**src/gcu_pkg.sv**
```systemverilog
// ~~~~~~~~~~~~~~~~~~~~
// shared widths, VRAM address map, register indices and op codes
// for the graphics control unit core; blocks refer to these
// through gcu_pkg:: scoped names
// ~~~~~~~~~~~~~~~~~~~~
package gcu_pkg;

    // bus and memory widths
    localparam int data_w    = 16;
    localparam int addr_w    = 13;
    localparam int scroll_w  = 13;
    localparam int layer_aw  = 11;
    localparam int sprite_aw = 10;
    localparam int pos_w     = 9;
    localparam int reg_idx_w = 8;

    // select keeps the alias bit and the low nibble only
    localparam logic [reg_idx_w-1:0] reg_sel_mask = 8'h8F;

    // VRAM windows, each mirrored into its own RAM
    localparam logic [addr_w-1:0] scr0_base   = 13'h0000;
    localparam logic [addr_w-1:0] scr1_base   = 13'h0800;
    localparam logic [addr_w-1:0] scr2_base   = 13'h1000;
    localparam logic [addr_w-1:0] sprite_base = 13'h1800;
    localparam logic [addr_w-1:0] sprite_end  = 13'h1C00;

    // line on which the vertical interrupt is raised
    localparam logic [pos_w-1:0] vint_line = 9'h0E6;

    typedef enum logic [2:0] {
        OP_IDLE,
        OP_SELECT_REG,
        OP_WRITE_REG,
        OP_SET_PTR,
        OP_WRITE_RAM,
        OP_READ_RAM_H,
        OP_READ_RAM_L
    } gcu_op_e;

    typedef enum logic [reg_idx_w-1:0] {
        REG_BG_X     = 8'h00,
        REG_BG_Y     = 8'h01,
        REG_FG_X     = 8'h02,
        REG_FG_Y     = 8'h03,
        REG_TX_X     = 8'h04,
        REG_TX_Y     = 8'h05,
        REG_SP_X     = 8'h06,
        REG_SP_Y     = 8'h07,
        REG_INIT_V   = 8'h0E,
        REG_VINT_ACK = 8'h0F
    } gcu_reg_e;

endpackage

```
**src/gcu_video_timing.sv**
```systemverilog
// ~~~~~~~~~~~~~~~~~~~~
// registered sync, blank and vertical interrupt lines, compared
// against the incoming H/V counters and window bounds
// ~~~~~~~~~~~~~~~~~~~~
`timescale 1ns/100ps

module gcu_video_timing (
    input  logic                      CLK96,
    input  logic                      RESET96,
    input  logic [gcu_pkg::pos_w-1:0] h,
    input  logic [gcu_pkg::pos_w-1:0] v,
    input  logic [gcu_pkg::pos_w-1:0] hs_start,
    input  logic [gcu_pkg::pos_w-1:0] hs_end,
    input  logic [gcu_pkg::pos_w-1:0] vs_start,
    input  logic [gcu_pkg::pos_w-1:0] vs_end,
    input  logic                      vint_hold,
    output logic                      hsync,
    output logic                      vsync,
    output logic                      fblank,
    output logic                      vint
);

    logic in_hs;
    logic in_vs;

    // horizontal window is open, vertical is closed
    assign in_hs = (h > hs_start) && (h < hs_end);
    assign in_vs = (v >= vs_start) && (v <= vs_end);

    always_ff @(posedge CLK96 or posedge RESET96) begin
        if (RESET96) begin
            hsync  <= 1'b1;
            vsync  <= 1'b1;
            fblank <= 1'b1;
            vint   <= 1'b0;
        end else begin
            hsync  <= !in_hs;
            vsync  <= !in_vs;
            fblank <= !(in_hs || in_vs);
            vint   <= !((v == gcu_pkg::vint_line) || vint_hold);
        end
    end

    a_vint_line: assert property (@(posedge CLK96) disable iff (RESET96)
        (v == gcu_pkg::vint_line) |=> !vint);

endmodule

```
**config.mk**
```make
export PLATFORM = sky130hd
export DESIGN_NAME = gcu_video_timing
export DESIGN_NICKNAME = d
export VERILOG_FILES = /design/src/gcu_pkg.sv /design/src/gcu_video_timing.sv
export SDC_FILE = /design/constraint.sdc
export NUM_CORES = 1
export LEC_CHECK = 0
export ABC_AREA = 1
export BUFFER_PORTS_ARGS = -buffer_cell sky130_fd_sc_hd__buf_4
export CAP_MARGIN = 10
export CORE_ASPECT_RATIO = 0.6
export CORE_MARGIN = 1
export CORE_UTILIZATION = 45
export CTS_CLUSTER_DIAMETER = 30
export CTS_CLUSTER_SIZE = 25
export DETAILED_ROUTE_END_ITERATION = 16
export PLACE_DENSITY = 0.8
export SLEW_MARGIN = 40
export SYNTH_ARGS = -nofsm -noshare
export SYNTH_HDL_FRONTEND = slang
export SYNTH_SLANG_ARGS = --single-unit
```
**constraint.sdc**
```tcl
create_clock -name CLK96 -period 0.8 [get_ports CLK96]
set_input_delay 0.16 -clock CLK96 [delete_from_list [all_inputs] [get_ports CLK96]]
set_output_delay 0.16 -clock CLK96 [all_outputs]
set_load 0.02 [all_outputs]
```
==> results of run 1 <==
==> synth_stat cells <==
| master | number |
|---|---|
| sky130_fd_sc_hd__nor3_1 | 1 |
| sky130_fd_sc_hd__nand3_2 | 3 |
| sky130_fd_sc_hd__o21a_1 | 1 |
| sky130_fd_sc_hd__a21oi_1 | 11 |
| sky130_fd_sc_hd__a21o_1 | 3 |
| sky130_fd_sc_hd__nand3_1 | 5 |
| sky130_fd_sc_hd__nor2_4 | 2 |
| sky130_fd_sc_hd__nand3b_1 | 1 |
| sky130_fd_sc_hd__o21ai_2 | 1 |
| sky130_fd_sc_hd__inv_2 | 2 |
| sky130_fd_sc_hd__nand2_2 | 5 |
| sky130_fd_sc_hd__dfrtp_1 | 1 |
| sky130_fd_sc_hd__nand4_1 | 1 |
| sky130_fd_sc_hd__ha_1 | 35 |
| sky130_fd_sc_hd__inv_1 | 45 |
| sky130_fd_sc_hd__nor2_1 | 9 |
| sky130_fd_sc_hd__o21ai_1 | 1 |
| sky130_fd_sc_hd__o211ai_1 | 1 |
| sky130_fd_sc_hd__nor2_2 | 1 |
| sky130_fd_sc_hd__nor4_1 | 1 |
| sky130_fd_sc_hd__nand2_1 | 35 |
| sky130_fd_sc_hd__dfstp_2 | 3 |
==> stage by stage <==
| step | util, % | worst slack [ns] | cells | hold slack, ns | TNS [ns] |
|---|---|---|---|---|---|
| 2_1_floorplan | - | -0.173 | 168 | -0.0761 | -0.364 |
| 3_5_place_dp | 90.0 | -0.518 | 260 | 0.0530 | -1.43 |
| 3_3_place_gp | 90.0 | -0.374 | 260 | 0.0484 | -1.12 |
==> kinds of logic after synthesis <==
| kind of cell | Yosys count | share of synthesized area (%) |
|---|---|---|
| flip-flops | 4 | 9.19 |
| AO/OA/AOI/OAI | 18 | 9.41 |
| buffers and inverters | 47 | 15.6 |
| adder cells (fa/ha/maj) | 35 | 38.8 |
| AND/OR/NAND/NOR | 64 | 27.0 |
==> flow_summary.json, run 1 <==
{
  "outcome": "aborted with a tool error",
  "last-stage-reached": "clock tree synthesis (4_1_cts)",
  "error": "[ERROR DPL-0038] Utilization greater than 100%, impossible to legalize",
  "synthCells": 168,
  "synth_area_leaders": "sky130_fd_sc_hd__ha_1 (39%), sky130_fd_sc_hd__inv_1 (15%), sky130_fd_sc_hd__nand2_1 (12%), sky130_fd_sc_hd__dfstp_2 (7.0%), sky130_fd_sc_hd__a21oi_1 (4.9%)",
  "ctsRootBufferMaster": "sky130_fd_sc_hd__clkbuf_8",
  "ctsHtreeMaxLevel": 1,
  "tritoncts.num_buffers": 3,
  "cts_num_sinks": 4,
  "start_util_pct": 50.0,
  "cts.repair_timing.setup_buffer_count": 0,
  "post-dp-hpwl_microns": 3560,
  "port_buffers": 60,
  "yosysSeqAreaShare_pct": 9.19,
  "synthDominantCellAreaShare_pct": 38.8,
  "netlist.top_cell.by_area": "sky130_fd_sc_hd__ha_1",
  "syn-cell-area_sq_um": 1130,
  "synth_warnings": 0,
  "post_cts_resize_count": 43,
  "vertical_die_dimension_microns": 40.8,
  "rows": 13,
  "boundaryPins": 61,
  "yosysUniqueCellTypes": 22,
  "die_width_microns": 66.7,
  "cts_hold_buf": 1,
  "syn_nets": 260,
  "avgSynthCellArea_sq_um": 6.73,
  "ys_seq_elements": 4,
  "placed_cell_area_sq_um": 2030,
  "clk_path_buf_depth": 2,
  "gp_congestion": 0.722
}
==> inputs of run 2 (changes only) <==
CORE_AREA = 2 2 63 65   (was default)
CORE_ASPECT_RATIO = default   (was 0.6)
CORE_MARGIN = default   (was 1)
CORE_UTILIZATION = default   (was 45)
CTS_CLUSTER_DIAMETER = default   (was 30)
CTS_CLUSTER_SIZE = default   (was 25)
DIE_AREA = 0 0 65 67   (was default)
PLACE_DENSITY = default   (was 0.8)
PLACE_DENSITY_LB_ADDON = 0.15   (was default)
==> run 2 against run 1 <==
Effect of this change:
- the flow now finishes, with violations (negative setup slack)
- synthesized area did not move
- synthesized cell count did not move
==> flow_summary.json, run 2 <==
{
  "ctsHtreeMaxLevel": 1,
  "yosysSeqAreaShare_pct": 9.19,
  "setup_total_negative_slack_ns": -0.919,
  "synth_warnings": 0,
  "route.detailed.wl_per_inst_microns": 10.6,
  "grt_max_degree": 5,
  "ys_seq_elements": 4,
  "tightestPinTransition_ns": 0.267,
  "drcViolationCount": 0,
  "gp_congestion": 0.794,
  "finalCriticalPeriod_ns": 1.00,
  "critical_path.n_buffers_inverters": 1,
  "fin_nets": 330,
  "worstSetupEndpointType": "output pin",
  "crit_arrival_ns": 0.84,
  "finalSetupViolCount": 7,
  "boundaryPins": 61,
  "synthCells": 168,
  "vertical_die_dimension_microns": 67,
  "die_width_microns": 65,
  "die_area_sq_um": 4360,
  "drtAntennaViolNets": 0,
  "ctsRootBufferMaster": "sky130_fd_sc_hd__clkbuf_8",
  "timing.critical_path.from_type": "flip-flop",
  "grt_pass1_vias": 1324,
  "critical_path.top_delay_family": "flip-flops",
  "synth_async_sr_flop_share_pct": 100,
  "place_ws_ns": -0.415,
  "final-max-slew-violation-count": 0,
  "failed_checks": "negative setup slack",
  "drt_wl_total_microns": 3030,
  "design_power_total_uw": 1930,
  "rows": 22,
  "coreArea_sq_um": 3610,
  "timing.max_cap.violations": 0,
  "outcome": "finished with violations",
  "final_cell_mix": "sky130_fd_sc_hd__buf_4 (40), sky130_fd_sc_hd__ha_4 (27), sky130_fd_sc_hd__nand2_1 (25)",
  "syn-cell-area_sq_um": 1130,
  "number_of_synthesized_flops_with_an_enable_pin": 0,
  "cp_cell_sequence": "buf_6",
  "synth.most_common_cell": "sky130_fd_sc_hd__inv_1",
  "detailroute.via_count": 1229,
  "post-dp-hpwl_microns": 2710,
  "vias_per_cell": 4.31,
  "power.ir.vdd_worst_v": 0.000514,
  "port_buffers": 60,
  "worst_setup_hold_path_clk_slew_ns": 0.04,
  "grt_usage_pct": 16.6,
  "final_cell_area_sq_um": 2360,
  "grt_pass1_wl_microns": 5580,
  "synth_area_leaders": "sky130_fd_sc_hd__ha_1 (39%), sky130_fd_sc_hd__inv_1 (15%), sky130_fd_sc_hd__nand2_1 (12%), sky130_fd_sc_hd__dfstp_2 (7.0%), sky130_fd_sc_hd__a21oi_1 (4.9%)",
  "period_share_pct": 125,
  "insertedDiodeCount": 0,
  "power.density_nw_per_um2": 819,
  "crit_path_start": "vsync",
  "detailedRoute.firstIterationViolations": 27,
  "worstSetupPathDepth": 1,
  "syn_nets": 260,
  "hold_viol_final": 0,
  "netlist.top_cell.by_area": "sky130_fd_sc_hd__ha_1",
  "rsz0062_at_grt": "yes",
  "avgSynthCellArea_sq_um": 6.73,
  "drt_first_pass_iters": 4,
  "static-leakage-power_uw": 0.00114,
  "crit_type": "flip-flop to output pin",
  "cpMaxStageDelayCell": "sky130_fd_sc_hd__dfstp_2",
  "timing.critical_path.required_ns": 0.64,
  "achievable-frequency_ghz": 0.999,
  "antenna_violations_before_repair": 0,
  "cp_max_fo": 1,
  "synthDominantCellAreaShare_pct": 38.8,
  "synth_top_flop_cell": "sky130_fd_sc_hd__dfstp_2",
  "worst_hold_path_type": "primary input to flip-flop",
  "cts_num_sinks": 4,
  "start_util_pct": 31.3,
  "clock_tree_from_tritoncts": "yes",
  "clk_path_buf_depth": 2,
  "synth.top_cells.by_count": "sky130_fd_sc_hd__inv_1 (45), sky130_fd_sc_hd__ha_1 (35), sky130_fd_sc_hd__nand2_1 (35), sky130_fd_sc_hd__a21oi_1 (11), sky130_fd_sc_hd__nor2_1 (9)",
  "yosysUniqueCellTypes": 22,
  "crit_path_max_incr_delay_ns": 0.52,
  "slew_headroom_pct": 82.0,
  "grt_overflow": 0,
  "final_layout_size_suffix_gt1_share_pct": 66.7,
  "tritoncts.num_buffers": 3,
  "critPathCapture": "vsync",
  "layout_setup_ws_ns": -0.201,
  "synthToLayoutAreaGrowth_pct": 109,
  "final_common_cell": "sky130_fd_sc_hd__buf_4",
  "placed_cell_area_sq_um": 2070,
  "filler_cell_count": 306
}
==> run 2: cell counts after synthesis <==
No cell type changed its count.
==> run 2: metal layers <==
metal  routed length, microns  global-route usage (%)  vias up
li1                         -                       -      668
met4                       31                    3.99        0
met3                      200                    3.72        4
met5                        0                       0        -
met1                     1320                    19.8      520
met2                     1480                    29.8       37
==> run 2: repair_timing <==
item | 4_1_cts | 5_1_grt
setup endpoints to repair | 7 | 7
gates resized for setup | 31 | 26
setup buffers | 0 | 0
pin swaps | 27 | 27
hold endpoints to repair | 1 | 0
hold buffers | 1 | 0
==> run 2: final cells by class <==
class / count / area (sq um) / area share [%]
Clock buffer: 4 / 45.0 / 1.91
Inverter: 47 / 251 / 10.7
Multi-Input combinational cell: 117 / 1290 / 54.7
Sequential cell: 4 / 104 / 4.40
Tap cell: 48 / 60.1 / 2.55
Timing Repair Buffer: 65 / 607 / 25.7
==> run 2: worst min path at each step <==
stage | startpoint | end | cells past startpoint | slack (ns)
floorplan | RESET96 | vint | 1 | -0.08
global placement | RESET96 | vint | 2 | 0.05
detailed placement | RESET96 | vint | 2 | 0.06
CTS | vint_hold | vint | 2 | 0.1
global route | vint_hold | vint | 2 | 0.10
finish | vint_hold | vint | 2 | 0.10
==> run 2: per-stage QoR <==
step | hold WS (ns) | util (%) | cells
after CTS | 0.0999 | 63.0 | 285
after global placement | 0.0524 | 57.5 | 280
final | 0.105 | 65.4 | 285
after floorplan | -0.0761 | - | 168
after detailed placement | 0.0590 | 57.5 | 280
after global routing | 0.102 | 65.4 | 285
==> run 2: power breakdown <==
group | switching (uW) | total, uW | internal (uW)
combinational | 555 | 1230 | 674
sequential | 12.5 | 258 | 246
clock | 105 | 445 | 340
total | 672 | 1930 | 1260
==> run 2: cells by family after synthesis <==
group / share of synthesized area (%)
AO/OA/AOI/OAI: 9.41
AND/OR/NAND/NOR: 27.0
adder cells (fa/ha/maj): 38.8
flip-flops: 9.19
buffers and inverters: 15.6
Power figures use the tool's default switching activity.
