### src/gcu_pkg.sv
// ~~~~~~~~~~~~~~~~~~~~
// shared widths, VRAM address map, register indices and op codes
// for the graphics control unit core; blocks refer to these
// through gcu_pkg:: scoped names
// ~~~~~~~~~~~~~~~~~~~~
package gcu_pkg;

    // bus and memory widths
    localparam int data_w    = 16;
    localparam int addr_w    = 13;
    localparam int scroll_w  = 13;
    localparam int layer_aw  = 11;
    localparam int sprite_aw = 10;
    localparam int pos_w     = 9;
    localparam int reg_idx_w = 8;

    // select keeps the alias bit and the low nibble only
    localparam logic [reg_idx_w-1:0] reg_sel_mask = 8'h8F;

    // VRAM windows, each mirrored into its own RAM
    localparam logic [addr_w-1:0] scr0_base   = 13'h0000;
    localparam logic [addr_w-1:0] scr1_base   = 13'h0800;
    localparam logic [addr_w-1:0] scr2_base   = 13'h1000;
    localparam logic [addr_w-1:0] sprite_base = 13'h1800;
    localparam logic [addr_w-1:0] sprite_end  = 13'h1C00;

    // line on which the vertical interrupt is raised
    localparam logic [pos_w-1:0] vint_line = 9'h0E6;

    typedef enum logic [2:0] {
        OP_IDLE,
        OP_SELECT_REG,
        OP_WRITE_REG,
        OP_SET_PTR,
        OP_WRITE_RAM,
        OP_READ_RAM_H,
        OP_READ_RAM_L
    } gcu_op_e;

    typedef enum logic [reg_idx_w-1:0] {
        REG_BG_X     = 8'h00,
        REG_BG_Y     = 8'h01,
        REG_FG_X     = 8'h02,
        REG_FG_Y     = 8'h03,
        REG_TX_X     = 8'h04,
        REG_TX_Y     = 8'h05,
        REG_SP_X     = 8'h06,
        REG_SP_Y     = 8'h07,
        REG_INIT_V   = 8'h0E,
        REG_VINT_ACK = 8'h0F
    } gcu_reg_e;

endpackage

### src/gcu_bus_ctrl.sv
// ~~~~~~~~~~~~~~~~~~~~
// CPU bus sequencer: turns the op strobes into register pulses,
// owns the VRAM pointer and runs the RAM write and read sequences.
// ack drops for one cycle on a write and two on a read
// ~~~~~~~~~~~~~~~~~~~~
`timescale 1ns/100ps

module gcu_bus_ctrl (
    input  logic                       CLK96,
    input  logic                       RESET96,
    input  logic                       op_select_reg,
    input  logic                       op_write_reg,
    input  logic                       op_write_ram,
    input  logic                       op_read_ram_h,
    input  logic                       op_read_ram_l,
    input  logic                       op_set_ram_ptr,
    input  logic [gcu_pkg::data_w-1:0] din,
    input  logic [gcu_pkg::data_w-1:0] ram_q,
    output logic                       ack,
    output logic [gcu_pkg::data_w-1:0] dout,
    output logic                       sel_wr,
    output logic                       reg_wr,
    output logic [gcu_pkg::data_w-1:0] reg_din,
    output logic                       ram_we,
    output logic [gcu_pkg::addr_w-1:0] ram_addr,
    output logic [gcu_pkg::data_w-1:0] ram_din
);

    gcu_pkg::gcu_op_e           op;
    gcu_pkg::gcu_op_e           last_op;
    logic [gcu_pkg::data_w-1:0] ram_ptr;
    logic [1:0]                 rd_step;
    logic                       wr_done;

    // priority decode of the strobes
    always_comb begin
        if (op_select_reg)
            op = gcu_pkg::OP_SELECT_REG;
        else if (op_write_reg)
            op = gcu_pkg::OP_WRITE_REG;
        else if (op_set_ram_ptr)
            op = gcu_pkg::OP_SET_PTR;
        else if (op_write_ram)
            op = gcu_pkg::OP_WRITE_RAM;
        else if (op_read_ram_h)
            op = gcu_pkg::OP_READ_RAM_H;
        else if (op_read_ram_l)
            op = gcu_pkg::OP_READ_RAM_L;
        else
            op = gcu_pkg::OP_IDLE;
    end

    // register ops act once, on the first edge of a held strobe
    assign sel_wr  = (op == gcu_pkg::OP_SELECT_REG) && (last_op != gcu_pkg::OP_SELECT_REG);
    assign reg_wr  = (op == gcu_pkg::OP_WRITE_REG) && (last_op != gcu_pkg::OP_WRITE_REG);
    assign reg_din = din;

    always_ff @(posedge CLK96 or posedge RESET96) begin
        if (RESET96) begin
            last_op  <= gcu_pkg::OP_IDLE;
            ack      <= 1'b1;
            dout     <= '0;
            ram_ptr  <= '0;
            rd_step  <= '0;
            wr_done  <= 1'b0;
            ram_we   <= 1'b0;
            ram_addr <= '0;
            ram_din  <= '0;
        end else begin
            last_op <= op;
            // new op restarts the sequences
            if (op != last_op) begin
                rd_step <= '0;
                wr_done <= 1'b0;
                ram_we  <= 1'b0;
                ack     <= 1'b1;
            end
            case (op)
                gcu_pkg::OP_SET_PTR: begin
                    ram_ptr <= din;
                end
                gcu_pkg::OP_WRITE_RAM: begin
                    if (!wr_done) begin
                        ram_addr <= ram_ptr[gcu_pkg::addr_w-1:0];
                        ram_din  <= din;
                        ram_we   <= 1'b1;
                        wr_done  <= 1'b1;
                        ack      <= 1'b0;
                    end else if (!ack) begin
                        ram_we  <= 1'b0;
                        ram_ptr <= ram_ptr + 1'b1;
                        ack     <= 1'b1;
                    end
                end
                gcu_pkg::OP_READ_RAM_H, gcu_pkg::OP_READ_RAM_L: begin
                    case (rd_step)
                        2'd0: begin
                            // low half sits one word above the pointer
                            ram_addr <= ram_ptr[gcu_pkg::addr_w-1:0]
                                      + gcu_pkg::addr_w'(op == gcu_pkg::OP_READ_RAM_L);
                            ack      <= 1'b0;
                            rd_step  <= 2'd1;
                        end
                        2'd1: rd_step <= 2'd2;
                        2'd2: begin
                            dout    <= ram_q;
                            ack     <= 1'b1;
                            rd_step <= 2'd3;
                        end
                        default: ;
                    endcase
                end
                gcu_pkg::OP_IDLE: begin
                    ram_we  <= 1'b0;
                    wr_done <= 1'b0;
                    rd_step <= '0;
                    ack     <= 1'b1;
                end
                default: ack <= 1'b1;
            endcase
        end
    end

    // CPU drives at most one strobe at a time
    a_ops_onehot: assert property (@(posedge CLK96) disable iff (RESET96)
        $onehot0({op_select_reg, op_write_reg, op_set_ram_ptr,
                  op_write_ram, op_read_ram_h, op_read_ram_l}));

endmodule

### config.mk
export PLATFORM = sky130hd
export DESIGN_NAME = gcu_bus_ctrl
export DESIGN_NICKNAME = d
export VERILOG_FILES = /design/src/gcu_pkg.sv /design/src/gcu_bus_ctrl.sv
export SDC_FILE = /design/constraint.sdc
export NUM_CORES = 1
export LEC_CHECK = 0
export ABC_CLOCK_PERIOD_IN_PS = 2150
export BUFFER_PORTS_ARGS = -buffer_cell sky130_fd_sc_hd__buf_2
export CAP_MARGIN = 20
export CELL_PAD_IN_SITES_DETAIL_PLACEMENT = 1
export CELL_PAD_IN_SITES_GLOBAL_PLACEMENT = 1
export CORE_MARGIN = 4
export CORE_UTILIZATION = 35
export CTS_CLUSTER_SIZE = 28
export DETAILED_ROUTE_END_ITERATION = 10
export GPL_TIMING_DRIVEN = 0
export PLACE_DENSITY_LB_ADDON = 0.2
export SETUP_SLACK_MARGIN = 0.02
export SYNTH_ARGS = -nofsm -noshare
export SYNTH_HDL_FRONTEND = slang
export SYNTH_SLANG_ARGS = --single-unit
### constraint.sdc
create_clock -name CLK96 -period 2.15 [get_ports CLK96]
set_input_delay 0.3225 -clock CLK96 [delete_from_list [all_inputs] [get_ports CLK96]]
set_output_delay 0.3225 -clock CLK96 [all_outputs]
set_load 0.01 [all_outputs]
* Word-level counts from Yosys, hierarchy flattened *
Index checks and enable logic that the tools add are counted.

storage, ports and cells
  register bits after elaboration = 69
  output and inout bits = 65

cells by class
  eq/ne operators = 15
  muxes and demuxes = 27
  add/sub/neg operators = 2
  reductions and logical operators = 11
  bitwise operators = 1

operators by type and width
  operator                                               number
  2-to-1 mux 16 bit                                      2
  one-hot mux 16 bit (2 select lines)                    1
  2-to-1 mux 13 bit                                      2
  one-hot mux 13 bit (2 select lines)                    1
  2-to-1 mux 3 bit                                       6
  adder 16 x 1 -> 16 bit, second input constant          1
  adder 13 x 1 -> 13 bit                                 1
  equality test 3 bit, second input constant             3
  2-to-1 mux 1 bit                                       8
  inequality test 2 bit, second input constant           4
  equality test 3 x 2 -> 1 bit, second input constant    2
  one-hot mux 1 bit (2 select lines)                     3
  one-hot mux 2 bit (3 select lines)                     1
  AND reduction 3 bit                                    2
  one-hot mux 2 bit (2 select lines)                     1
  AND reduction 2 bit                                    2
  nonzero test 2 bit                                     2
  equality test 3 x 1 -> 1 bit, second input constant    1
  zero test 3 bit                                        1
  inequality test 3 x 1 -> 1 bit, second input constant  1
  inequality test 3 x 2 -> 1 bit, second input constant  1
  inequality test 3 bit                                  1
  one-hot mux 1 bit (3 select lines)                     1
  equality test 2 x 1 -> 1 bit, second input constant    1
  other kinds (6)                                        7

* Depth between registers and ports, before layout *
Gate-level depths: netlist (run 1).

  depth after elaboration = 11
  depth in mapped cells = 9
  depth with buffers taken out = 8

* Least setup slack after synthesis (run 1) *
OpenSTA, ideal clock, no wires.

  path type = input -> register
  from = input op_write_ram
  to = register ram_addr[9] (netlist bit)
  data arrival time = 2553 ps
  cell stages on the path = 8
  setup slack = -485 ps
  cells stage by stage = or4_4 > clkbuf_1 > nor3b_1 > ha_1 > nand3_1 > or4_4 > or3_1 > a31oi_1

between the ends
  word-level cells in the longest chain between the ends = 8

RTL lines
  item                                                                               RTL line                                 source
  from (decl)                                                                        gcu_bus_ctrl.sv:13                       input logic op_write_ram,
  2-to-1 mux 3 bit *                                                                 gcu_bus_ctrl.sv:43                       else if (op_write_ram)
  2-to-1 mux 3 bit *                                                                 gcu_bus_ctrl.sv:41                       else if (op_set_ram_ptr)
  2-to-1 mux 3 bit *                                                                 gcu_bus_ctrl.sv:39                       else if (op_write_reg)
  2-to-1 mux 3 bit *                                                                 gcu_bus_ctrl.sv:37                       if (op_select_reg)
  equality test 3 bit, on equally long branches                                      gcu_bus_ctrl.sv:78, gcu_bus_ctrl.sv:100
  adder 13 x 1 -> 13 bit / OR reduction 2 bit (equally long branches)                gcu_bus_ctrl.sv:100, gcu_bus_ctrl.sv:78
  2-to-1 mux 13 bit, or another cell as far along                                    gcu_bus_ctrl.sv:96                       case (rd_step)
  one-hot mux 13 bit (2 select lines) / AND reduction 3 bit (equally long branches)  --
  to (signal assigned)                                                               gcu_bus_ctrl.sv:84                       ram_addr <= ram_ptr[gcu_pkg::addr_w-1:0];
  to (signal assigned)                                                               gcu_bus_ctrl.sv:99                       ram_addr <= ram_ptr[gcu_pkg::addr_w-1:0]
  to (decl)                                                                          gcu_bus_ctrl.sv:25                       output logic [gcu_pkg::addr_w-1:0] ram_addr,

Mark *: on every way between the ends. The rest lies on a longest branch, timed or not. The select of a mux whose other input is x is not followed.
A chain may end at the register's enable or synchronous reset.

* Worst setup path after layout (run 1) *
  from = input op_set_ram_ptr
  to = register ram_addr[9] (netlist bit)

between the ends
  word-level cells in the longest chain between the ends = 7

RTL lines
  item                                                                               RTL line                                 source
  from (decl)                                                                        gcu_bus_ctrl.sv:16                       input logic op_set_ram_ptr,
  2-to-1 mux 3 bit *                                                                 gcu_bus_ctrl.sv:41
  2-to-1 mux 3 bit *                                                                 gcu_bus_ctrl.sv:39
  2-to-1 mux 3 bit *                                                                 gcu_bus_ctrl.sv:37
  equality test 3 bit, on equally long branches                                      gcu_bus_ctrl.sv:78, gcu_bus_ctrl.sv:100
  adder 13 x 1 -> 13 bit / OR reduction 2 bit (equally long branches)                gcu_bus_ctrl.sv:100, gcu_bus_ctrl.sv:78
  2-to-1 mux 13 bit, or another cell as far along                                    gcu_bus_ctrl.sv:96
  one-hot mux 13 bit (2 select lines) / AND reduction 3 bit (equally long branches)  --

Marked as above.

==> results.txt, run 1 <==
----------------------------------------------------
[Pwr]
  Power per unit of standard cell area ... 773 nW/um^2
  Leak pwr ... 2.14 nW
  Peak supply drop ... 0.000401 V

[Layout]
  Combined area of the multi-input logic cells ... 1660 sq um
  Number of antenna repair diodes ... 0
  # fillers ... 1184
  Final-stage net count ... 533
  Growth of design area from synthesis to finish ... 29.7%
  Area occupied by registers ... 1650 sq um
  Share of post-route cells with drive strength above 1 ... 37.4%

[Synth]
  Prevailing post-synth register cell ... dfrtp_1
  Post-synthesis net count ... 414
  Sequential cell area fraction in the yosys report ... 47.7%
  Number of synthesized register bits ... 66
  Number of enable flip-flop cells after synthesis ... 0
  Mapped cell area ... 3460 sq um
  Number of synthesis warnings ... 0
  Average instance area after synthesis ... 9.41 sq um
  Number of distinct library cells after synthesis ... 47
  Fraction of registers with async set/reset ... 100%
  Count of mapped cells out of synthesis ... 368

[Timing]
  Worst slew pin tran ... 0.854 ns
  Setup clock skew after layout ... 0.00737 ns
  Unrepaired setup endpoints after global routing ... yes
  Time the worst path needs with I/O delays and setup ... 2.34 ns
  Slew margin rel. ... 43.1%
  Number of pins with negative max-slew slack in the final report ... 0
  Final Setup Violations ... 3
  Worst hold margin ... 0.121 ns
  Maximum achievable frequency ... 428 MHz
  Final Hold Viols ... 0
  Final period utilization ... 109%
  Final worst setup slack ... -0.188 ns

[Floorplan]
  Effective utilization at floorplan ... 35.8%
  Placement Rows ... 36
  Floorplan die width ... 107 um
  Placeable core area ... 9680 sq um
  Die Footprint ... 11600 sq um
  Top-Level Pins ... 105
  Die Y-Extent ... 107 um

[Global routing]
  GRT Residual Overflow ... 0
  Initial antenna violation count ... 0
  Number of global-route vias before repair ... 3434
  Wire length of the first global-routing pass ... 17500 um
  Largest net degree at the start of global routing ... 67
  Total global routing track utilization ... 19.2%

[Setup path]
  Crit-path max FO ... 5
  Worst R2R Setup Slack ... 0.13 ns
  Critical R2R Launch ... ram_ptr[2]
  Crit path launch type ... input port
  Startpoint of the worst setup timing path ... op_set_ram_ptr
  Critical Path AT ... 2.61 ns
  Kind of end point of the critical path ... flip-flop
  Required time of the critical path ... 2.42 ns
  Classification of the worst setup path ... input port to flip-flop

[Clock network]
  Num CTS Buffers ... 9
  Quantity of hold-fixing buffers added after cts ... 0
  Clock tree from TritonCTS ... done
  Clock net sink count ... 66
  Deepest clock path buffer count ... 2
  Clock transition at path regs ... 0.08 ns
  CTS Root Buffer Type ... clkbuf_8
  Worst-skew pair later-pin latency ... 0.35 ns
  H-tree levels ... 3

[Routing]
  Detail Route Antenna Nets ... 0
  WL per Instance ... 16.8 um
  DR DRC count ... 0
  Wire length reported by the detailed router ... 10500 um
  DRT Pass-1 Iters ... 4
  First-iteration detailed-routing DRC count ... 97
  DR vias/cell ... 5.18
  Number of vias after detailed routing ... 3237

[Run]
  Max Cap Violations ... 0

[Status]
  Result of the run ... finished, violations left
  Failing checks ... setup timing

[Placement]
  Routability congestion estimate ... 0.798
  Count of input and output buffers ... 104
  Half-perimeter wire length after placement ... 7800 um
  Setup slack after placement ... -0.705 ns

[Worst hold path]
  Hold crit path type ... input port to asynchronous set/reset pin

----------------------------------------------------
state kept, by name, indices dropped and copies added, names as in the netlist:
name	cells
ack	1
last_op	3
ram_ptr	13
ram_we	1
ram_addr	13
dout	16
rd_step	2
wr_done	1
ram_din	16
metrics by stage:
step	TNS, ns	instances	instance area (sq um)	util, %	power (mW)
global route	-0.616	625	4490	46.4	3.70
global placement	-61.04	605	4180	43.1	2.38
detailed placement	-10.55	605	4180	43.2	2.41
floorplan	-1.51	368	3490	-	2.04
CTS	-0.550	626	4480	46.3	3.53
finish	-0.449	625	4490	46.4	3.47
kinds of logic (layout without fill, tap and decap cells):
group,Yosys count,after routing,share of synthesized area (%)
AND/OR/NAND/NOR,141,141,20.4
AO/OA/AOI/OAI,81,81,14.5
flip-flops,66,66,47.7
buffers and inverters,46,170,6.76
multiplexers,20,20,6.43
XOR/XNOR,8,8,2.02
adder cells (fa/ha/maj),6,6,2.17
Yosys cell counts (all sizes together), types with 7 or more instances:
master / count / share of area, %
nor2: 13 / 1.4
nand4: 7 / 1.3
mux2: 18 / 5.9
nand2: 59 / 6.4
inv: 8 / 0.87
dfrtp: 65 / 47
clkbuf: 21 / 2.3
a21oi: 25 / 3.6
buf: 17 / 3.6
o21ai: 21 / 3.0
nor4: 8 / 1.4
xnor2: 8 / 2.0
nor3: 16 / 2.3
nand3: 11 / 1.6
cells in the final DEF, fill, tap and decap left out, drive strengths merged, types with 2 or more instances in the layout:
| master | Yosys | final |
|---|---|---|
| clkbuf | 21 | 30 |
| o31ai | 5 | 5 |
| or3 | 4 | 4 |
| nand2 | 59 | 59 |
| or4b | 2 | 2 |
| a41oi | 3 | 3 |
| clkinvlp | 0 | 3 |
| o21a | 3 | 3 |
| mux2 | 18 | 18 |
| o21ai | 21 | 21 |
| o211ai | 5 | 5 |
| nor3 | 16 | 16 |
| nor3b | 5 | 5 |
| a21oi | 25 | 25 |
| or4 | 3 | 3 |
| dfrtp | 65 | 65 |
| buf | 17 | 126 |
| nor2 | 13 | 13 |
| clkinv | 0 | 2 |
| inv | 8 | 8 |
| nor4 | 8 | 8 |
| nand4 | 7 | 7 |
| mux2i | 2 | 2 |
| o22ai | 2 | 2 |
| ha | 6 | 6 |
| a2bb2oi | 3 | 3 |
| a31oi | 6 | 6 |
| xnor2 | 8 | 8 |
| nand3 | 11 | 11 |
| and3 | 5 | 5 |
cell type report:
type	instances	area share, %
clock inverters	6	1.48
multi-input cells	256	37.0
clock buffers	10	3.06
inverters	8	0.724
repair buffers	109	12.7
well taps	133	3.70
plain buffers	37	4.57
flip-flops and latches	66	36.8
power breakdown:
group	leakage [nW]	switching [mW]	internal [mW]	total [mW]
clock network	0.0945	0.517	0.566	1.08
logic	1.22	0.460	0.338	0.799
registers	0.824	0.155	1.44	1.59
total	2.14	1.13	2.34	3.47
what timing repair did:
action	CTS	global route
endpoints found under the setup margin	10	24
resized for setup	11	11
pin swaps	8	9
buffers inserted	5	0
critical path, cell delays in order:
cell and delay (ns):
buf_6 0.09, or4_4 0.57, nor3b_4 0.22, ha_2 0.22, nand3_2 0.09, or4_4 0.57, or3_1 0.36, a31oi_1 0.17
path summary, 6_finish.rpt:
path / end / depth (start not counted)
max reg2reg: ram_addr[9] / 5
min: dout[0] / 2
min in group CLK96: ram_din[13] / 3
max: ram_addr[9] / 8
min reg2reg: ram_din[3] / 2
max in group asynchronous: wr_done / 2
layer usage:
layer | GRT usage (%) | vias up | wire (um)
li1 | - | 1552 | -
met1 | 23.3 | 1582 | 4500
met3 | 4.08 | 18 | 516
met2 | 33.1 | 85 | 5210
met5 | 0 | - | 0
met4 | 7.57 | 0 | 247
(Power assumes the default switching activity.)
==> run 2: changes to the inputs <==
--- a/config.mk
+++ b/config.mk
@@ -10,7 +10,8 @@
 export CAP_MARGIN = 20
 export CELL_PAD_IN_SITES_DETAIL_PLACEMENT = 1
 export CELL_PAD_IN_SITES_GLOBAL_PLACEMENT = 1
-export CORE_MARGIN = 4
+export CORE_ASPECT_RATIO = 0.6
+export CORE_MARGIN = 2
 export CORE_UTILIZATION = 35
 export CTS_CLUSTER_SIZE = 28
 export DETAILED_ROUTE_END_ITERATION = 10
==> run 2 against run 1 <==
- the run still ends with setup timing left
- clock power rose by 39%
- cell area rose by 5.2%
- via count rose by 2.5%
- first-iteration DRC count rose by 110%
- cell count rose by 0.48%
- utilization rose by 2.1 points
- sequential share of layout area fell by 1.8 points
- power rose by 13%
==> results.txt, run 2 (synthesis results as in run 1) <==
----------------------------------------------------
[Setup path]
  Slowest cell on the critical path ... or4_4
  Classification of the worst setup path ... input port to flip-flop
  Critical Path AT ... 2.77 ns (+0.16 ns)
  Required time of the critical path ... 2.40 ns (-0.02 ns)
  Capture instance of the worst register-to-register path ... ram_addr[11]
  Kind of end point of the critical path ... flip-flop
  Category of cells accounting for the largest share of critical-path delay ... simple AND/OR/NAND/NOR gates
  Maximum cell stage delay along the critical path ... 0.57 ns (about the same)
  Crit-path max FO ... 5 (unchanged)
  Buffering stage count on the worst path with inverters included ... 2 (+1)
  Critical R2R Launch ... ram_ptr[2]
  FF-to-FF path depth ... 5 (unchanged)
  Crit path launch type ... input port
  Worst path cell trace ... buf_6 -> or4_4 -> clkbuf_16 -> nor3b_4 -> ha_2 -> nand3_4 -> or4_4 -> or3_1 -> a31oi_1
  Worst R2R Setup Slack ... 0.04 ns (-0.09 ns)
  Most common cell on crit path ... or4_4

[Pwr]
  Power per unit of standard cell area ... 834 nW/um^2 (+7.9%)
  Peak supply drop ... 0.000411 V (+2.7%)
  Leak pwr ... 2.27 nW (+6.1%)

[Placement]
  Routability congestion estimate ... 0.836 (+4.7%)
  Count of input and output buffers ... 104 (unchanged)
  Half-perimeter wire length after placement ... 8210 um (+5.3%)

[Global routing]
  Initial antenna violation count ... 0 (unchanged)
  Largest net degree at the start of global routing ... 67 (unchanged)
  Wire length of the first global-routing pass ... 18300 um (+5.1%)
  GRT Residual Overflow ... 0 (unchanged)
  Number of global-route vias before repair ... 3312 (-3.6%)
  Met2 track demand over resource ... 31.7% (-1.4 points)
  Total global routing track utilization ... 22.5% (+3.3 points)
  Peak-usage layer in the global routing report ... met1
  M3 GR Usage ... 6.30% (+2.2 points)
  Met1 Use GR ... 33.0% (+9.7 points)

[Timing]
  Final Hold Viols ... 0 (unchanged)
  Worst slew pin tran ... 0.855 ns (+0.000775 ns)
  Unrepaired setup endpoints after global routing ... yes
  Maximum achievable frequency ... 397 MHz (-7.1%)
  Time the worst path needs with I/O delays and setup ... 2.52 ns (+0.179 ns)
  Final worst setup slack ... -0.366 ns (-0.179 ns)
  Final Setup Violations ... 16 (+13)
  Final period utilization ... 117% (+8.3 points)
  Setup clock skew after layout ... 0.00217 ns (-0.00521 ns)
  Number of pins with negative max-slew slack in the final report ... 0 (unchanged)
  Setup Total Neg Slack ... -1.96 ns (-1.51 ns)
  Slew margin rel. ... 43.0% (-0.052 points)

[Layout]
  Most common cell after layout, fill and taps aside ... buf_2
  Share of post-route cells with drive strength above 1 ... 39.6% (+2.2 points)
  Number of antenna repair diodes ... 0 (unchanged)
  Combined area of the multi-input logic cells ... 1750 sq um (+5.1%)
  Biggest registers after layout ... dout: 16 flops, ram_din: 16 flops
  Final-stage net count ... 535 (+0.38%)
  Most frequent cells in the layout ... buf_2, dfrtp_1, nand2_1, a21oi_1, buf_4
  Area occupied by registers ... 1650 sq um (unchanged)
  Util after Layout ... 48.5% (+2.1 points)
  Growth of design area from synthesis to finish ... 36.4%
  # fillers ... 1155 (-2.4%)

[Floorplan]
  Effective utilization at floorplan ... 35.6% (-0.20 points)
  Placement Rows ... 28 (-22%)
  Placeable core area ... 9740 sq um (+0.57%)
  Top-Level Pins ... 105 (unchanged)
  Die Footprint ... 10700 sq um (-7.1%)
  Floorplan die width ... 132 um (+23%)
  Die Y-Extent ... 81.1 um (-25%)

[Clock network]
  Quantity of hold-fixing buffers added after cts ... 0 (unchanged)
  H-tree levels ... 3 (unchanged)
  Clock tree from TritonCTS ... done
  Clock transition at path regs ... 0.05 ns (-0.03 ns)
  Clock net sink count ... 66 (unchanged)
  Num CTS Buffers ... 9 (unchanged)
  Deepest clock path buffer count ... 2 (unchanged)
  CTS Root Buffer Type ... clkbuf_16
  Worst-skew pair later-pin latency ... 0.33 ns (-0.02 ns)

[Routing]
  Detail Route Antenna Nets ... 0 (unchanged)
  First-iteration detailed-routing DRC count ... 205 (+110%)
  DR DRC count ... 0 (unchanged)
  DR vias/cell ... 5.29 (+2.0%)
  Number of vias after detailed routing ... 3319 (+2.5%)
  DRT Pass-1 Iters ... 4 (unchanged)
  WL per Instance ... 18.0 um (+7.6%)
  Wire length reported by the detailed router ... 11300 um (+8.2%)

[Run]
  Max Cap Violations ... 0 (unchanged)

[Status]
  Result of the run ... finished, violations left
  Failing checks ... setup timing

[Worst hold path]
  Hold crit path type ... input port to asynchronous set/reset pin

----------------------------------------------------
[run 2: worst max-delay path by stage]
stage	from	slack [ns]	cells after the start	endpoint
floorplan	op_write_ram	-0.39	8	ram_addr[9]
global placement	RESET96	-0.77	2	ram_din[11]
detailed placement	op_write_ram	-0.82	9	ram_addr[9]
CTS	op_write_reg	-0.33	9	ram_addr[11]
global route	op_write_reg	-0.41	9	ram_addr[11]
finish	op_write_reg	-0.37	9	ram_addr[11]
[run 2: through the flow]
stage | setup slack, ns | power [mW] | hold slack (ns) | area, sq um | instances
6_report | -0.366 | 3.94 | 0.161 | 4720 | 628
4_1_cts | -0.330 | 3.95 | 0.188 | 4610 | 626
3_3_place_gp | -0.768 | 2.38 | 0.453 | 4180 | 607
3_5_place_dp | -0.818 | 2.41 | 0.459 | 4180 | 607
2_1_floorplan | -0.385 | 2.04 | 0.428 | 3490 | 368
5_1_grt | -0.410 | 4.15 | 0.204 | 4720 | 628
[run 2: area by class of cell]
| class | instances | share of cell area (%) |
|---|---|---|
| Buffer | 38 | 4.98 |
| Inverter | 8 | 0.689 |
| Multi-Input combinational cell | 256 | 37.0 |
| Clock inverter | 4 | 1.09 |
| Tap cell | 135 | 3.58 |
| Timing Repair Buffer | 110 | 12.4 |
| Clock buffer | 11 | 5.35 |
| Sequential cell | 66 | 35.0 |
[run 2: routing by layer]
layer | vias to the layer above | wire length, um | share of wire [%]
met1 | 1649 | 5610 | 49
li1 | 1549 | - | -
met4 | 0 | 125 | 1.1
met3 | 9 | 766 | 6.8
met5 | - | 0 | 0
met2 | 112 | 4830 | 43
[run 2: power breakdown]
group / total (mW) / switching [mW] / internal (mW)
logic: 0.843 / 0.487 / 0.356
registers: 1.60 / 0.163 / 1.44
clock network: 1.50 / 0.542 / 0.953
[run 2: what timing repair did]
action                     CTS  global route
hold endpoints to repair     0             0
buffers inserted             4             2
pin swaps                   10            11
setup endpoints to repair   13            45
resized for setup           16            29
==> run 3: changes to the inputs <==
--- a/config.mk
+++ b/config.mk
@@ -16,7 +16,7 @@
 export CTS_CLUSTER_SIZE = 28
 export DETAILED_ROUTE_END_ITERATION = 10
 export GPL_TIMING_DRIVEN = 0
-export PLACE_DENSITY_LB_ADDON = 0.2
+export PLACE_DENSITY = 0.84
 export SETUP_SLACK_MARGIN = 0.02
 export SYNTH_ARGS = -nofsm -noshare
 export SYNTH_HDL_FRONTEND = slang
==> run 3 against run 2 <==
- the run still ends with setup timing left
- cell count grew 0.48%
- clock-buffer cell count shrank 1
- sequential cell count is the same
- first-iteration DRC count shrank 7.8%
- clock power grew 14%
- power grew 5.6%
- highest routed layer unchanged
==> results.txt, run 3 (synthesis results as in run 1) <==
----------------------------------------------------
[Clock network]
  Quantity of hold-fixing buffers added after cts ... 0 (unchanged)
  Deepest clock path buffer count ... 2 (unchanged)
  Clock net sink count ... 66 (unchanged)
  Clock tree from TritonCTS ... done
  CTS Root Buffer Type ... clkbuf_16
  H-tree levels ... 3 (unchanged)
  Num CTS Buffers ... 9 (unchanged)
  Worst-skew pair later-pin latency ... 0.34 ns (about the same)
  Clock transition at path regs ... 0.06 ns (about the same)

[Timing]
  Final Hold Viols ... 0 (unchanged)
  Final Setup Violations ... 10 (-6)
  Maximum achievable frequency ... 404 MHz (+1.7%)
  Time the worst path needs with I/O delays and setup ... 2.47 ns (-0.0422 ns)
  Final period utilization ... 115% (-2.0 points)
  Slew margin rel. ... 43.9% (+0.91 points)
  Number of pins with negative max-slew slack in the final report ... 0 (unchanged)
  Setup clock skew after layout ... 0.00525 ns (+0.00309 ns)
  Final worst setup slack ... -0.324 ns (+0.0422 ns)
  Unrepaired setup endpoints after global routing ... yes
  Setup Total Neg Slack ... -1.81 ns (+0.148 ns)
  Worst slew pin tran ... 0.841 ns (-0.0137 ns)

[Layout]
  Most common cell after layout, fill and taps aside ... buf_2
  Share of post-route cells with drive strength above 1 ... 39.1% (-0.44 points)
  Number of antenna repair diodes ... 0 (unchanged)
  # fillers ... 1150 (-0.43%)
  Area occupied by registers ... 1650 sq um (unchanged)
  Most frequent cells in the layout ... buf_2, dfrtp_1, nand2_1, a21oi_1, buf_4
  Biggest registers after layout ... dout: 16 flops, ram_din: 16 flops
  Final-stage net count ... 537 (+0.37%)
  Growth of design area from synthesis to finish ... 37.3%
  Final Cell Area ... 4750 sq um (+0.66%)
  Combined area of the multi-input logic cells ... 1730 sq um (-0.65%)

[Global routing]
  Number of global-route vias before repair ... 3334 (+0.66%)
  Largest net degree at the start of global routing ... 67 (unchanged)
  Wire length of the first global-routing pass ... 17800 um (-2.7%)
  Total global routing track utilization ... 21.7% (-0.83 points)
  Initial antenna violation count ... 0 (unchanged)
  GRT Residual Overflow ... 0 (unchanged)

[Placement]
  Half-perimeter wire length after placement ... 8070 um (-1.8%)
  Placed cell areas ... 4180 sq um (unchanged)
  Count of input and output buffers ... 104 (unchanged)
  Routability congestion estimate ... 0.943 (+13%)

[Floorplan]
  Die Y-Extent ... 81.1 um (unchanged)
  Top-Level Pins ... 105 (unchanged)
  Placement Rows ... 28 (unchanged)
  Floorplan die width ... 132 um (unchanged)
  Effective utilization at floorplan ... 35.6% (unchanged)
  Placeable core area ... 9740 sq um (unchanged)
  Die Footprint ... 10700 sq um (unchanged)

[Setup path]
  Crit path launch type ... input port
  Classification of the worst setup path ... input port to flip-flop
  Crit-path max FO ... 5 (unchanged)
  Required time of the critical path ... 2.41 ns (about the same)
  Kind of end point of the critical path ... flip-flop
  Critical Path AT ... 2.73 ns (-0.04 ns)

[Pwr]
  Total power ... 4.16 mW (+5.6%)
  Net switching power ... 1.24 mW (+3.7%)
  Leak pwr ... 2.27 nW (about the same)
  Clock share of power ... 41.1% (+3.1 points)
  Sw Ratio ... 29.7% (-0.54 points)
  Logic gate share of total power ... 20.3% (-1.1 points)
  Peak supply drop ... 0.000486 V (+18%)
  Internal cell power ... 2.92 mW (+6.4%)
  Power per unit of standard cell area ... 875 nW/um^2 (+4.9%)
  Reg power frac ... 38.5% (-2.1 points)

[Routing]
  DR vias/cell ... 5.30 (+0.33%)
  DR DRC count ... 0 (unchanged)
  WL per Instance ... 17.9 um (-0.57%)
  Detail Route Antenna Nets ... 0 (unchanged)
  First-iteration detailed-routing DRC count ... 189 (-7.8%)
  Wire length reported by the detailed router ... 11300 um (about the same)
  DRT Pass-1 Iters ... 4 (unchanged)
  Number of vias after detailed routing ... 3346 (+0.81%)

[Worst hold path]
  Hold crit path type ... input port to asynchronous set/reset pin

[Status]
  Result of the run ... finished, violations left
  Failing checks ... setup timing

[Run]
  Max Cap Violations ... 0 (unchanged)

----------------------------------------------------
==> run 3: changes by cell type in the layout (fill, tap and decap cells not counted), sizes merged <==
cell | previous run | this run
bufinv | 1 | 3
clkbuf | 32 | 30
buf | 127 | 130
==> run 3: through the flow <==
step | setup WS [ns] | instances | hold slack [ns] | util (%)
after global placement | -0.717 | 607 | 0.455 | 42.9
final | -0.324 | 631 | 0.151 | 48.8
after CTS | -0.287 | 627 | 0.181 | 47.4
after floorplan | -0.385 | 368 | 0.428 | -
after detailed placement | -0.757 | 607 | 0.460 | 42.9
after global routing | -0.388 | 631 | 0.191 | 48.8
==> run 3: critical path: stages <==
cell and delay, ns:
buf_6 0.09, or4_4 0.57, buf_8 0.15, nor3b_4 0.17, ha_2 0.24, nand3_4 0.09, or4_4 0.56, or3_1 0.36
a31oi_1 0.17
==> run 3: cell type report <==
cell class	count	share of cell area, %
multi-input combinational	256	36.5
sequential	66	34.8
timing repair buffer	112	12.6
clock buffer	10	4.82
buffer	38	4.66
tap	135	3.55
clock inverter	6	2.42
inverter	8	0.684
==> run 3: power by group through the flow <==
stage | clock (mW) | combinational (mW) | sequential, mW
floorplan | 0 | 0.392 | 1.65
global placement | 0 | 0.764 | 1.60
detailed placement | 0 | 0.801 | 1.61
CTS | 1.74 | 0.820 | 1.60
global route | 1.81 | 0.941 | 1.63
finish | 1.71 | 0.846 | 1.60
==> run 3: what timing repair did <==
item | CTS | global route
gates resized for setup | 10 | 28
pin swaps | 5 | 13
buffers inserted | 4 | 4
endpoints found under the setup margin | 10 | 37
==> run 3: metal layers <==
metal  wire length (um)  up-vias  track usage (%)
met2               4990      115             33.0
li1                   -     1557                -
met4                100        0             5.81
met3                789       11             6.49
met5                  0        -                0
met1               5440     1663             30.2
==> run 3: worst paths after layout <==
kind                            slack (ns)  depth (start not counted)          from          end
worst min register to register        0.47                          2   ram_din[13]  ram_din[13]
max in group asynchronous             1.44                          2       RESET96  ram_din[14]
min in group CLK96                    0.18                          3       din[15]  ram_din[15]
worst max register to register        0.01                          5    ram_ptr[2]  ram_addr[9]
worst max-delay path                 -0.32                          9  op_write_reg  ram_addr[9]
worst min-delay path                  0.15                          2       RESET96     dout[15]
